<file path="src/common/rv_decode_cfg.svh">
`ifndef RV_DECODE_CFG_SVH
`define RV_DECODE_CFG_SVH

// Instruction word and PC width
`define RV_XLEN         32

// Register file address width
`define RV_REG_ADDR_W   5

// Major opcode field
`define RV_OPC_MSB      6
`define RV_OPC_LSB      0

// funct3 and funct7 fields
`define RV_F3_MSB       14
`define RV_F3_LSB       12
`define RV_F7_MSB       31
`define RV_F7_LSB       25

// Source register fields
`define RV_RS1_MSB      19
`define RV_RS1_LSB      15
`define RV_RS2_MSB      24
`define RV_RS2_LSB      20

`endif
</file>
<file path="src/common/rv_decode_pkg.sv">
`include "rv_decode_cfg.svh"

package rv_decode_pkg;

    // RV32 major opcodes handled by this stage
    typedef enum logic [6:0] {
        OPC_LOAD   = 7'b0000011,
        OPC_OP_IMM = 7'b0010011,
        OPC_AUIPC  = 7'b0010111,
        OPC_STORE  = 7'b0100011,
        OPC_OP     = 7'b0110011,
        OPC_LUI    = 7'b0110111,
        OPC_BRANCH = 7'b1100011,
        OPC_JALR   = 7'b1100111,
        OPC_JAL    = 7'b1101111
    } opcode_e;

    // Command from execute
    typedef enum logic [1:0] {
        CMD_NONE, CMD_KILL, CMD_FLUSH, CMD_BRANCH
    } pipe_cmd_e;

    // Instruction class seen by execute
    typedef enum logic [2:0] {
        ITYPE_NOP, ITYPE_ALU, ITYPE_MULDIV, ITYPE_JUMP,
        ITYPE_BRANCH, ITYPE_LOAD, ITYPE_STORE
    } itype_e;

    typedef enum logic [3:0] {
        ALU_ADD, ALU_SUB, ALU_SLT, ALU_SLTU, ALU_SLL,
        ALU_SRL, ALU_SRA, ALU_XOR, ALU_OR, ALU_AND
    } alu_sel_e;

    // Same order as funct3 of the M extension
    typedef enum logic [2:0] {
        MD_MUL, MD_MULH, MD_MULHSU, MD_MULHU,
        MD_DIV, MD_DIVU, MD_REM, MD_REMU
    } muldiv_sel_e;

    typedef enum logic {IN0_RS1, IN0_PC} in0_sel_e;

    typedef enum logic [2:0] {
        IN1_RS2, IN1_SIMM12, IN1_JAL_OFFSET,
        IN1_BRANCH_OFFSET, IN1_STORE_IMM, IN1_CONST4
    } in1_sel_e;

    typedef enum logic {SHAMT_RS2, SHAMT_IMM} shamt_sel_e;

    // Writeback source
    typedef enum logic [1:0] {RD_ALU, RD_MULDIV, RD_LUI, RD_MEMORY} rd_sel_e;

    typedef struct packed {
        logic [`RV_XLEN-1:0] instr;
        logic [`RV_XLEN-1:0] pc;
    } fetch_pkt_t;

    typedef struct packed {
        pipe_cmd_e                 cmd;
        logic                      rd_write;
        logic [`RV_REG_ADDR_W-1:0] rd_waddr;
    } exec_fb_t;

    typedef struct packed {
        logic        illegal;
        itype_e      itype;
        alu_sel_e    alu_sel;
        muldiv_sel_e muldiv_sel;
        in0_sel_e    in0_sel;
        in1_sel_e    in1_sel;
        shamt_sel_e  shamt_sel;
        rd_sel_e     rd_sel;
    } dec_ctrl_t;

    typedef struct packed {
        dec_ctrl_t           ctrl;
        logic [`RV_XLEN-1:0] instr;
        logic [`RV_XLEN-1:0] pc;
    } decoded_t;

endpackage

</file>
<file path="src/hdl/decode_top.sv">
module decode_top (
    input  logic                      clk,
    input  logic                      rst_n,
    input  logic                      in_valid,
    input  rv_decode_pkg::fetch_pkt_t in_pkt,
    output logic                      fetch_ready,
    output logic                      out_valid,
    output rv_decode_pkg::decoded_t   out,
    input  logic                      exec_ready,
    input  rv_decode_pkg::exec_fb_t   fb
);
    import rv_decode_pkg::*;

    // Decoder results toward the stage register
    dec_ctrl_t ctrl;
    logic      rs1_used;
    logic      rs2_used;

    instr_decoder decoder_i (
        .instr    (in_pkt.instr),
        .ctrl     (ctrl),
        .rs1_used (rs1_used),
        .rs2_used (rs2_used)
    );

    decode_stage stage_i (
        .clk         (clk),
        .rst_n       (rst_n),
        .in_valid    (in_valid),
        .in_pkt      (in_pkt),
        .ctrl        (ctrl),
        .rs1_used    (rs1_used),
        .rs2_used    (rs2_used),
        .fetch_ready (fetch_ready),
        .out_valid   (out_valid),
        .out         (out),
        .exec_ready  (exec_ready),
        .fb          (fb)
    );

endmodule

</file>
<file path="src/decode/decode_stage.sv">
`include "rv_decode_cfg.svh"

module decode_stage (
    input  logic                      clk,
    input  logic                      rst_n,
    input  logic                      in_valid,
    input  rv_decode_pkg::fetch_pkt_t in_pkt,
    input  rv_decode_pkg::dec_ctrl_t  ctrl,
    input  logic                      rs1_used,
    input  logic                      rs2_used,
    output logic                      fetch_ready,
    output logic                      out_valid,
    output rv_decode_pkg::decoded_t   out,
    input  logic                      exec_ready,
    input  rv_decode_pkg::exec_fb_t   fb
);
    import rv_decode_pkg::*;

    logic [`RV_REG_ADDR_W-1:0] rs1;
    logic [`RV_REG_ADDR_W-1:0] rs2;
    logic rs1_hazard;
    logic rs2_hazard;
    logic hazard;
    logic slot_free;
    logic cmd_active;
    logic accept;
    logic out_valid_nxt;

    // Source fields straight from the fetched word
    assign rs1 = in_pkt.instr[`RV_RS1_MSB:`RV_RS1_LSB];
    assign rs2 = in_pkt.instr[`RV_RS2_MSB:`RV_RS2_LSB];

    // Pending writeback in execute, x0 included
    assign rs1_hazard = rs1_used && fb.rd_write && (rs1 == fb.rd_waddr);
    assign rs2_hazard = rs2_used && fb.rd_write && (rs2 == fb.rd_waddr);
    assign hazard     = rs1_hazard || rs2_hazard;

    // Output register empty or draining this cycle
    assign slot_free  = !out_valid || exec_ready;
    assign cmd_active = fb.cmd != CMD_NONE;
    assign accept     = slot_free && !cmd_active && in_valid && !hazard;

    always_comb begin
        // Back-pressure holds everything
        out_valid_nxt = out_valid;
        fetch_ready   = 1'b0;
        if (slot_free) begin
            if (cmd_active) begin
                // Drop held item and whatever fetch offers
                out_valid_nxt = 1'b0;
                fetch_ready   = 1'b1;
            end else if (accept) begin
                out_valid_nxt = 1'b1;
                fetch_ready   = 1'b1;
            end else begin
                // Bubble toward execute
                out_valid_nxt = 1'b0;
            end
        end
    end

    always_ff @(posedge clk) begin
        if (!rst_n) begin
            out_valid <= 1'b0;
        end else begin
            out_valid <= out_valid_nxt;
        end
    end

    // Payload only loads on accept
    always_ff @(posedge clk) begin
        if (accept) begin
            out.ctrl  <= ctrl;
            out.instr <= in_pkt.instr;
            out.pc    <= in_pkt.pc;
        end
    end

endmodule

</file>
<file path="src/decode/instr_decoder.sv">
`include "rv_decode_cfg.svh"

module instr_decoder (
    input  logic [`RV_XLEN-1:0]      instr,
    output rv_decode_pkg::dec_ctrl_t ctrl,
    output logic                     rs1_used,
    output logic                     rs2_used
);
    import rv_decode_pkg::*;

    logic [6:0] opcode;
    logic [2:0] funct3;
    logic [6:0] funct7;

    // Opcode level matches
    logic is_op, is_op_imm, is_lui, is_auipc, is_jal, is_jalr;
    logic is_branch, is_load, is_store;

    // Fully checked groups
    logic f7_zero, f7_alt, f7_md, shift_f3;
    logic grp_alu, grp_alui, grp_muldiv, grp_jalr, grp_branch, grp_load, grp_store;

    alu_sel_e alu_f3;

    assign opcode = instr[`RV_OPC_MSB:`RV_OPC_LSB];
    assign funct3 = instr[`RV_F3_MSB:`RV_F3_LSB];
    assign funct7 = instr[`RV_F7_MSB:`RV_F7_LSB];

    assign is_op     = opcode == OPC_OP;
    assign is_op_imm = opcode == OPC_OP_IMM;
    assign is_lui    = opcode == OPC_LUI;
    assign is_auipc  = opcode == OPC_AUIPC;
    assign is_jal    = opcode == OPC_JAL;
    assign is_jalr   = opcode == OPC_JALR;
    assign is_branch = opcode == OPC_BRANCH;
    assign is_load   = opcode == OPC_LOAD;
    assign is_store  = opcode == OPC_STORE;

    assign f7_zero  = funct7 == 7'b0000000;
    assign f7_alt   = funct7 == 7'b0100000;
    assign f7_md    = funct7 == 7'b0000001;
    assign shift_f3 = (funct3 == 3'b001) || (funct3 == 3'b101);

    // Alternate funct7 only valid for SUB and SRA
    assign grp_alu = is_op && (f7_zero || (f7_alt && (funct3 == 3'b000 || funct3 == 3'b101)));
    assign grp_muldiv = is_op && f7_md;
    // Shift immediates carry funct7 in imm[11:5]
    assign grp_alui = is_op_imm && (!shift_f3 || f7_zero || (f7_alt && funct3 == 3'b101));
    assign grp_jalr = is_jalr && (funct3 == 3'b000);
    // funct3 010 and 011 unused by branches
    assign grp_branch = is_branch && (funct3[2:1] != 2'b01);
    // LB LH LW LBU LHU
    assign grp_load = is_load && (funct3 != 3'b011) && (funct3[2:1] != 2'b11);
    // SB SH SW
    assign grp_store = is_store && !funct3[2] && (funct3[1:0] != 2'b11);

    // ALU op from funct3, shared by register and immediate forms
    always_comb begin
        case (funct3)
            3'b000:  alu_f3 = (is_op && funct7[5]) ? ALU_SUB : ALU_ADD;
            3'b001:  alu_f3 = ALU_SLL;
            3'b010:  alu_f3 = ALU_SLT;
            3'b011:  alu_f3 = ALU_SLTU;
            3'b100:  alu_f3 = ALU_XOR;
            3'b101:  alu_f3 = funct7[5] ? ALU_SRA : ALU_SRL;
            3'b110:  alu_f3 = ALU_OR;
            default: alu_f3 = ALU_AND;
        endcase
    end

    always_comb begin
        // Defaults
        ctrl.illegal    = 1'b0;
        ctrl.itype      = ITYPE_NOP;
        ctrl.alu_sel    = ALU_ADD;
        ctrl.muldiv_sel = MD_MUL;
        ctrl.in0_sel    = IN0_RS1;
        ctrl.in1_sel    = IN1_RS2;
        ctrl.shamt_sel  = SHAMT_RS2;
        ctrl.rd_sel     = RD_ALU;
        case (1'b1)
            grp_alu: begin
                ctrl.itype   = ITYPE_ALU;
                ctrl.alu_sel = alu_f3;
            end
            grp_alui: begin
                ctrl.itype     = ITYPE_ALU;
                ctrl.alu_sel   = alu_f3;
                ctrl.in1_sel   = IN1_SIMM12;
                ctrl.shamt_sel = SHAMT_IMM;
            end
            grp_muldiv: begin
                ctrl.itype      = ITYPE_MULDIV;
                ctrl.muldiv_sel = muldiv_sel_e'(funct3);
                ctrl.rd_sel     = RD_MULDIV;
            end
            is_jal: begin
                ctrl.itype   = ITYPE_JUMP;
                ctrl.in0_sel = IN0_PC;
                ctrl.in1_sel = IN1_JAL_OFFSET;
            end
            grp_jalr: begin
                ctrl.itype   = ITYPE_JUMP;
                ctrl.in1_sel = IN1_SIMM12;
            end
            is_lui: begin
                ctrl.itype  = ITYPE_ALU;
                ctrl.rd_sel = RD_LUI;
            end
            is_auipc: begin
                ctrl.itype   = ITYPE_ALU;
                ctrl.in0_sel = IN0_PC;
                ctrl.in1_sel = IN1_CONST4;
            end
            grp_branch: begin
                ctrl.itype   = ITYPE_BRANCH;
                ctrl.in0_sel = IN0_PC;
                ctrl.in1_sel = IN1_BRANCH_OFFSET;
            end
            grp_load: begin
                ctrl.itype   = ITYPE_LOAD;
                ctrl.in1_sel = IN1_SIMM12;
                ctrl.rd_sel  = RD_MEMORY;
            end
            grp_store: begin
                ctrl.itype   = ITYPE_STORE;
                ctrl.in1_sel = IN1_STORE_IMM;
            end
            // Anything else stays a NOP
            default: ctrl.illegal = 1'b1;
        endcase
    end

    // Register use follows the opcode only
    assign rs1_used = is_op || is_op_imm || is_jalr || is_branch || is_load;
    assign rs2_used = is_op || is_branch || is_store;

endmodule

</file>
<file path="config.mk">
export PLATFORM = sky130hd
export DESIGN_NAME = decode_top
export DESIGN_NICKNAME = d
export VERILOG_FILES = /design/src/common/rv_decode_pkg.sv /design/src/hdl/decode_top.sv /design/src/decode/decode_stage.sv /design/src/decode/instr_decoder.sv
export VERILOG_INCLUDE_DIRS = /design/src /design/src/common
export SDC_FILE = /design/constraint.sdc
export NUM_CORES = 1
export LEC_CHECK = 0
export BUFFER_PORTS_ARGS = -buffer_cell sky130_fd_sc_hd__clkbuf_2
export CAP_MARGIN = 20
export CELL_PAD_IN_SITES_DETAIL_PLACEMENT = 1
export CELL_PAD_IN_SITES_GLOBAL_PLACEMENT = 1
export CORE_MARGIN = 2
export CORE_UTILIZATION = 40
export CTS_BUF_LIST = sky130_fd_sc_hd__clkbuf_8
export DETAILED_ROUTE_END_ITERATION = 7
export PLACE_DENSITY_LB_ADDON = 0.1
export SLEW_MARGIN = 20
export SYNTH_ARGS = -nofsm -noshare
export SYNTH_HDL_FRONTEND = slang
export SYNTH_SLANG_ARGS = --single-unit
</file>
<file path="constraint.sdc">
create_clock -name clk -period 5.7 [get_ports clk]
set_clock_uncertainty 0.1 [all_clocks]
set_input_delay 0.285 -clock clk [delete_from_list [all_inputs] [get_ports clk]]
set_output_delay 0.285 -clock clk [all_outputs]
set_load 0.05 [all_outputs]
</file>
==> impl_results.md, run 1 <==
- Final instance area: 4500 sq um
- CP max FO: 52
- Cell Chain, Critical Path: clkbuf_2 -> nand4bb_1 -> nor3_1 -> o2111a_1 -> nor3b_1 -> and3_4 -> buf_16
- Clock sink total: 83
- Reg2reg setup slack: 4.01 ns
- Kind of end point of the critical path: flip-flop
- Drt first pass iters: 4
- Sequential area share after synthesis: 0.793
- Distinct cells, synth: 41
- Core box area: 7650 sq um
- Skew-Pair Late Insertion Delay: 0.35 ns
- Cts bufs inserted: 9
- Actual slew at the worst max-slew pin: 0.454 ns
- Max H-tree Level: 3
- Max stage delay on crit path: 0.53 ns
- Yosys warnings: 0
- Synth top area share: 0.787
- Min Tclk post-route: 2.35 ns
- Vias in the first global route: 2264
- Power Total: 1220 uW
- Final setup violation count: 0
- I/O Buffers: 159
- DIE WIDTH: 92.5 um
- Fmax: 426 MHz
- Synth async-reset ratio: 0
- Commonest non-fill, non-tap cell in the layout: clkbuf_2
- Drt total wl: 7790 um
- Synth top area cells: edfxtp_1 79%, xnor2_1 1.7%, xor2_1 1.4%
- Place WS: 2.79 ns
- ANT nets after route: 0
- CTS tree: yes
- Setup TNS: 0 ns
- Crit path max-delay cell type: and3_4
- Max-Cap Viols: 0
- Postcts setup bufs: 0
- Pin count of the biggest net entering global routing: 83
- Final Hold Fails: 0
- Top Layer Used: met4
- Hold-critical path depth: 1
- Hold Crit Start: in_pkt[18]
- WS Path Type: in2reg
- Clk slew on worst S/H paths: 0.09 ns
- Synth Flop Type: edfxtp_1
- Layout cells sized above 1: 0.492
- Die ar.: 8550 sq um
- Maximum VDD drop: 124 uV
- CTS root buffer: clkbuf_8
- Post-DP HPWL: 5400 um
- Number of flops mapped to enable cells by yosys: 82
- Worst Path Arrival: 2.28 ns
- DR WL/cell: 16.4 um
- Net Count, Synth: 253
- 1st-iter DRT viols: 84
- Gr usage total: 0.185
- Slew margin rel.: 0.697
- Critical path buffers and inverters: 2
- Fin crit share: 0.412
- Antenna diodes: 0
- Mapped cell area: 3130 sq um
- Crit start category: input port
- GP Congestion: 0.734
- First-pass GRT wire length: 11900 um
- Initial antenna violation count: 0
- Syn avg cell area: 17.7 sq um
- Nets: 445
- Worst EP required: 5.63 ns
- Path depth of the worst reg2reg path: 3
- Cell family with most CP delay: simple AND/OR/NAND/NOR gates
- Commonest cells after routing, fill and taps aside: 159 x clkbuf_2, 82 x edfxtp_1, 25 x dlygate4sd3_1, 10 x nor2_1, 10 x nand2_1
- Met2 Wirelength: 4010 um
- HP Class: in2reg
- Post-CTS sizing: 0
- Pwr Density: 272 nW/um^2
- Placed cell area: 4040 sq um
- Met1 Wirelength: 3120 um
- R2R Path End: stage_i.out[12]
- Starting Density: 0.409
- Site Rows: 32
- Run status: finished clean
- Setup WS post-layout: 3.35 ns
- Io pins: 160
- Vias per inst: 4.71
- CTS max path bufs: 2
- Wire length on met3: 553 um
- Syn Inst Count: 177
- Reg2reg start: stage_i.out_valid
- Via count: 2242
- Final Max Tran Viols: 0
- RSZ-0062 raised after global routing: false
- Die Ht: 92.5 um
- Leak: 0.00189 uW
- Hold Path Sink: stage_i.out[18]
- FF+latch count, synth: 83
- Cell taking the most area after synthesis: edfxtp_1
- Overflow after GRT: 0
- Residual DRC: 0
- P&R area growth vs syn: 43.6%
[power by group]
part	switching, uW	internal, uW
clock	224	160
sequential	3.64	686
combinational	97.2	50.9
[worst register-to-register path, cell delays in order (launching register included)]
cell      delay (ns)
dfxtp_1         0.32
nand2b_1        0.10
and3_4          0.49
buf_16          0.33
[cell type report]
class                   instances  area [sq um]
clock buffers                   9           124
clock inverters                 7          52.6
fillers                       793          3150
inverters                       3          11.3
multi-input cells              87           624
flip-flops and latches         83          2480
well taps                     102           128
repair buffers                185          1070
[worst max path at each step]
stage                          start              end  slack (ns)  depth (start not counted)
final                     in_pkt[35]  stage_i.out[12]        3.35                          7
after global routing      in_pkt[35]      fetch_ready        3.23                          6
after CTS                 in_pkt[35]  stage_i.out[70]        3.18                          6
after detailed placement  in_pkt[35]   stage_i.out[0]        2.79                          6
after global placement    in_pkt[35]  stage_i.out[19]        2.88                          6
after floorplan           in_pkt[38]   stage_i.out[0]        2.02                          5
[metal layers]
metal | vias up | track usage
li1 | 1072 | -
met1 | 1066 | 0.224
met2 | 94 | 0.318
met3 | 10 | 0.0513
met4 | 0 | 0.0647
met5 | - | 0
[per-stage QoR]
step | hold slack [ns] | utilization | cells
floorplan | 0.284 | - | 177
global placement | 0.362 | 0.528 | 434
detailed placement | 0.364 | 0.528 | 434
CTS | 0.00000605 | 0.578 | 470
global route | 0.00112 | 0.588 | 476
finish | 0.00930 | 0.588 | 476
[synth_stat cells (3+ instances only)]
master    count
nand2b_1      3
edfxtp_1     82
o21ai_0       4
nor3_1        3
and2_1        4
nand4_1       3
nand2_1      10
nor2_1       10
xor2_1        5
nand3b_1      3
inv_1         3
nand3_1       5
xnor2_1       6
nor2b_1       3
[logic make-up (layout without fill, tap and decap cells)]
family / after synthesis / count (layout) / synth area share
flip-flops: 83 / 83 / 0.793
buffers and inverters: 7 / 204 / 0.00919
AND/OR/NAND/NOR: 58 / 58 / 0.115
XOR/XNOR: 11 / 11 / 0.0308
AO/OA/AOI/OAI: 18 / 18 / 0.0520
[repair_timing]
action                                  CTS  global route
endpoints found under the setup margin    0             0
hold buffers                             20             5
endpoints found under the hold margin    20             5
[state kept, by name, indices dropped and copies added, names as in the netlist]
register           count
stage_i.out           82
stage_i.out_valid      1
Power figures use the tool's default switching activity.
==> run 2, diff against run 1 <==
--- a/config.mk
+++ b/config.mk
@@ -11,7 +11,7 @@
 export CELL_PAD_IN_SITES_DETAIL_PLACEMENT = 1
 export CELL_PAD_IN_SITES_GLOBAL_PLACEMENT = 1
 export CORE_MARGIN = 2
-export CORE_UTILIZATION = 40
+export CORE_UTILIZATION = 33
 export CTS_BUF_LIST = sky130_fd_sc_hd__clkbuf_8
 export DETAILED_ROUTE_END_ITERATION = 7
 export PLACE_DENSITY_LB_ADDON = 0.1
==> constraint.sdc (replaced) <==
create_clock -name clk -period 1.91 [get_ports clk]
set_clock_uncertainty 0.1 [all_clocks]
set_input_delay 0.0955 -clock clk [delete_from_list [all_inputs] [get_ports clk]]
set_output_delay 0.0955 -clock clk [all_outputs]
set_load 0.05 [all_outputs]
==> run 2 against run 1 <==
Against the previous run: power rose to 3.2 times the previous value; cell count up 17%; combinational power rose to 3.6 times the previous value; utilization down 3.5 points; non-clock buffer count up 52; wire length up 15%; critical path depth unchanged; largest cell class unchanged; largest power group unchanged; sequential share of layout area down 6.6 points; sequential power rose to 3.0 times the previous value.
==> impl_results.md, run 2 (synthesis results as in run 1) <==
- Die Ht: 101 um
- Vias per inst: 4.53
- Power Total: 3970 uW
- Cts bufs inserted: 9
- Skew-Pair Late Insertion Delay: 0.34 ns
- Clk slew on worst S/H paths: 0.08 ns
- P&R area growth vs syn: 63.2%
- Largest registers: stage_i.out (82), stage_i.out_valid (1)
- Crit path max-delay cell type: dlygate4sd3_1
- Worst EP required: 1.71 ns
- Crit. path cell count: 7
- RSZ-0062 raised after global routing: false
- WS Path Type: in2out
- HP Class: in2reg
- Run status: finished clean
- First-pass GRT wire length: 13900 um
- Critical path buffers and inverters: 3
- Min Tclk post-route: 1.83 ns
- Critical path startpoint: in_pkt[48]
- Residual DRC: 0
- CTS root buffer: clkbuf_8
- Antenna diodes: 0
- CTS tree: yes
- Max-Cap Viols: 0
- Max H-tree Level: 3
- Worst Path Arrival: 1.63 ns
- 1st-iter DRT viols: 95
- Cell Chain, Critical Path: dlygate4sd3_1 -> clkbuf_2 -> xnor2_2 -> o2111a_1 -> nor3b_2 -> o31a_1 -> buf_4
- Max stage delay on crit path: 0.53 ns
- Kind of end point of the critical path: primary output
- GR Layer Usage met2: 0.314
- Site Rows: 35
- Met1 GRT Util: 0.228
- Slew margin rel.: 0.671
- Initial antenna violation count: 0
- Drt first pass iters: 4
- Biggest register: stage_i.out
- Leak: 0.00217 uW
- Actual slew at the worst max-slew pin: 0.489 ns
- Via count: 2512
- Die ar.: 10300 sq um
- Overflow after GRT: 0
- DIE WIDTH: 101 um
- Core box area: 9240 sq um
- Pwr Density: 777 nW/um^2
- R2R Path End: stage_i.out[22]
- Commonest non-fill, non-tap cell in the layout: clkbuf_2
- Final setup violation count: 0
- I/O Buffers: 159
- Path depth of the worst reg2reg path: 3
- Final Hold Fails: 0
- Crit path capture: fetch_ready
- Vias in the first global route: 2648
- Gr usage total: 0.182
- Drt total wl: 8940 um
- Fin crit share: 0.957
- GP Congestion: 0.737
- Cell family with most CP delay: buffers and inverters
- CTS max path bufs: 2
- Post-DP HPWL: 6200 um
- GRT busiest layer: met2
- Io pins: 160
- Reg2reg setup slack: 0.58 ns
- Max reg flops: 82
- Fmax: 547 MHz
- Final Util: 0.553
- Nets: 497
- Pin count of the biggest net entering global routing: 24
- Reg2reg start: stage_i.out_valid
- Crit start category: input port
- ANT nets after route: 0
- Final hold slack: 0.00353 ns
- Final Max Tran Viols: 0
- Commonest cells after routing, fill and taps aside: 158 x clkbuf_2, 82 x edfxtp_1, 61 x dlygate4sd3_1, 14 x buf_4
- DR WL/cell: 16.1 um
- Layout cells sized above 1: 0.474
- CP max FO: 2
- Clock sink total: 83
- Starting Density: 0.339
- Maximum VDD drop: 288 uV
- Routing usage on met3: 0.0359
==> run 2: cell types whose count changed in the layout (fill, tap and decap cells not counted), sizes merged <==
| cell | previous run | this run |
|---|---|---|
| dlygate4sd3 | 25 | 61 |
| clkinv | 1 | 2 |
| clkbuf | 168 | 167 |
| bufinv | 0 | 2 |
| clkinvlp | 3 | 0 |
| buf | 1 | 18 |
==> run 2: metal layers <==
layer	share of wire	vias to the layer above
met3	0.053	8
li1	-	1177
met5	0	-
met2	0.51	93
met1	0.43	1234
met4	0.010	0
==> run 2: cell type report <==
cell class                 instances  area (sq um)
tap                              129           161
inverter                           3          11.3
multi-input combinational         87           653
sequential                        83          2480
timing repair buffer             237          1590
clock buffer                       9           124
fill                             973          4130
clock inverter                     7          90.1
==> run 2: worst min path at each step <==
stage | slack, ns | start | end | cells past startpoint
after floorplan | 0.09 | in_pkt[0] | stage_i.out[0] | 0
after global placement | 0.17 | in_pkt[30] | stage_i.out[30] | 1
after detailed placement | 0.17 | in_pkt[30] | stage_i.out[30] | 1
after CTS | 0.001 | in_pkt[44] | stage_i.out[44] | 1
after global routing | 0.02 | in_pkt[46] | stage_i.out[46] | 1
final | 0.004 | in_pkt[44] | stage_i.out[44] | 1
==> run 2: repair_timing <==
item / 4_1_cts / 5_1_grt
hold buffers: 61 / 0
gates resized for setup: 0 / 4
setup endpoints to repair: 0 / 1
endpoints found under the hold margin: 61 / 0
buffers inserted: 0 / 1
==> run 2: worst register-to-register path, delay by kind of cell (launching register included) <==
| family | cells | cell delay (ns) |
|---|---|---|
| buffers and inverters | 1 | 0.20 |
| flip-flops | 1 | 0.32 |
| AND/OR/NAND/NOR | 2 | 0.41 |
==> run 2: power breakdown <==
part | total (uW) | switching, uW | internal [uW]
Sequential | 2060 | 11.5 | 2050
Combinational | 535 | 311 | 223
Clock | 1370 | 638 | 735
==> run 2: stage by stage <==
step	instance area, sq um	setup WS, ns	TNS [ns]	instances
finish	5110	0.0825	0	555
global placement	4270	0.0575	0	477
detailed placement	4270	0.0000270	0	477
CTS	5090	0.0185	0	554
floorplan	3180	-0.102	-8.37	177
global route	5110	0.0127	0	555
==> run 3, diff against run 2 <==
--- a/config.mk
+++ b/config.mk
@@ -7,7 +7,7 @@
 export NUM_CORES = 1
 export LEC_CHECK = 0
 export BUFFER_PORTS_ARGS = -buffer_cell sky130_fd_sc_hd__clkbuf_2
-export CAP_MARGIN = 20
+export CAP_MARGIN = 15
 export CELL_PAD_IN_SITES_DETAIL_PLACEMENT = 1
 export CELL_PAD_IN_SITES_GLOBAL_PLACEMENT = 1
 export CORE_MARGIN = 2
@@ -15,6 +15,7 @@
 export CTS_BUF_LIST = sky130_fd_sc_hd__clkbuf_8
 export DETAILED_ROUTE_END_ITERATION = 7
 export PLACE_DENSITY_LB_ADDON = 0.1
+export REMOVE_ABC_BUFFERS = 1
 export SLEW_MARGIN = 20
 export SYNTH_ARGS = -nofsm -noshare
 export SYNTH_HDL_FRONTEND = slang
==> run 3 against run 2 <==
Against the previous run: cell count rose by 0.18%; non-clock buffer count increased by 1; utilization is 0.77 points lower; sequential power is essentially flat; combinational power down 1%; via count is 3.2% lower; cell area shrank 1.4%; highest routed layer unchanged; count of clock-buffer cells in the layout is the same; worst hold slack better by 0.041 ns; setup slack better by 0.023 ns; power decreased by 6.0%; critical path depth unchanged.
==> impl_results.md, run 3 (synthesis results as in run 1) <==
- Worst Path Arrival: 1.61 ns
- Kind of end point of the critical path: primary output
- Biggest register: stage_i.out
- Skew-Pair Late Insertion Delay: 0.34 ns
- Vias per inst: 4.37
- Fmax: 554 MHz
- GP Congestion: 0.744
- Setup TNS: 0 ns
- Commonest cells after routing, fill and taps aside: 159 x clkbuf_2, 82 x edfxtp_1, 62 x dlygate4sd3_1, 14 x buf_4
- Max stage delay on crit path: 0.37 ns
- Max-Cap Viols: 0
- 1st-iter DRT viols: 41
- Reg2reg start: stage_i.out_valid
- Maximum VDD drop: 443 uV
- ANT nets after route: 0
- Final setup violation count: 0
- Initial antenna violation count: 0
- Run status: finished clean
- Setup WS post-layout: 0.106 ns
- Fin crit share: 0.945
- CP max FO: 5
- Post-CTS Hold Fix Bufs: 62
- Nets: 498
- Max reg flops: 82
- CTS root buffer: clkbuf_8
- Layout cells sized above 1: 0.468
- Final Hold Fails: 0
- Worst EP required: 1.71 ns
- Post-DP HPWL: 6140 um
- Via count: 2432
- RSZ-0062 raised after global routing: false
- Clock sink total: 83
- Overflow after GRT: 0
- Antenna diodes: 0
- Slew margin rel.: 0.733
- Hold-critical path depth: 1
- Gr usage total: 0.171
- Reg2reg setup slack: 0.58 ns
- DR WL/cell: 15.7 um
- WS Path Type: in2out
- Cell Chain, Critical Path: clkbuf_2 -> nand4bb_1 -> buf_4 -> nor4_1 -> nor3b_1 -> o31a_1 -> clkbuf_2
- Actual slew at the worst max-slew pin: 0.398 ns
- HP Class: in2reg
- CTS max path bufs: 2
- I/O Buffers: 159
- Hold Crit Start: in_pkt[46]
- Starting Density: 0.339
- Io pins: 160
- Crit start category: input port
- Max H-tree Level: 3
- Die ar.: 10300 sq um
- Post-CTS sizing: 0
- Drt first pass iters: 4
- Min Tclk post-route: 1.80 ns
- Drt total wl: 8740 um
- Vias in the first global route: 2593
- CP most frequent cell: clkbuf_2
- Site Rows: 35
- First-pass GRT wire length: 13200 um
- # fillers: 972
- Final Max Tran Viols: 0
- Hold Path Sink: stage_i.out[46]
- Pwr Density: 740 nW/um^2
- Crit path max-delay cell type: nor4_1
- Cts bufs inserted: 9
- DIE WIDTH: 101 um
- Power Total: 3730 uW
- Path depth of the worst reg2reg path: 3
- Leak: 0.00213 uW
- R2R Path End: stage_i.out[53]
- Largest registers: stage_i.out (82), stage_i.out_valid (1)
- Place WS: -0.0529 ns
- CTS tree: yes
- Clk slew on worst S/H paths: 0.09 ns
- Residual DRC: 0
- Pin count of the biggest net entering global routing: 25
- Die Ht: 101 um
- Postcts setup bufs: 0
- Core box area: 9240 sq um
- P&R area growth vs syn: 60.9%
- Commonest non-fill, non-tap cell in the layout: clkbuf_2
## run 3: worst max path at each step
stage	startpoint	to
3_5_place_dp	in_pkt[34]	stage_i.out[53]
2_1_floorplan	in_pkt[34]	stage_i.out[0]
4_1_cts	in_pkt[34]	fetch_ready
6_report	in_pkt[34]	fetch_ready
3_3_place_gp	in_pkt[60]	stage_i.out[75]
5_1_grt	in_pkt[34]	fetch_ready
## run 3: per-layer routing
layer,GRT usage,share of wire
met1,0.200,0.41
met2,0.312,0.52
met3,0.0366,0.056
met4,0.0530,0.011
met5,0,0
## run 3: report_power, final
part	switching, uW	internal [uW]
logic	309	221
clock network	660	479
registers	11.3	2050
## run 3: critical path: cells and delay by family
kind,cells,cell delay (ns)
simple gates,3,0.73
buf+inv,3,0.52
compound gates,1,0.25
## run 3: final cells by class
class                      count  area (sq um)  share of cell area
tap                          129           161              0.0320
clock inverter                 7          52.6              0.0104
timing repair buffer         238          1580               0.314
multi-input combinational     87           624               0.124
clock buffer                   9           124              0.0246
inverter                       3          11.3             0.00224
sequential                    83          2480               0.493
## run 3: metrics by stage
step                hold WS [ns]  cell area (sq um)   util  std cells
floorplan                 0.0944               3110      -        173
finish                    0.0445               5040  0.545        556
detailed placement         0.176               4240  0.459        478
global placement           0.173               4240  0.459        478
global route              0.0436               5040  0.545        556
CTS                       0.0137               5040  0.545        556
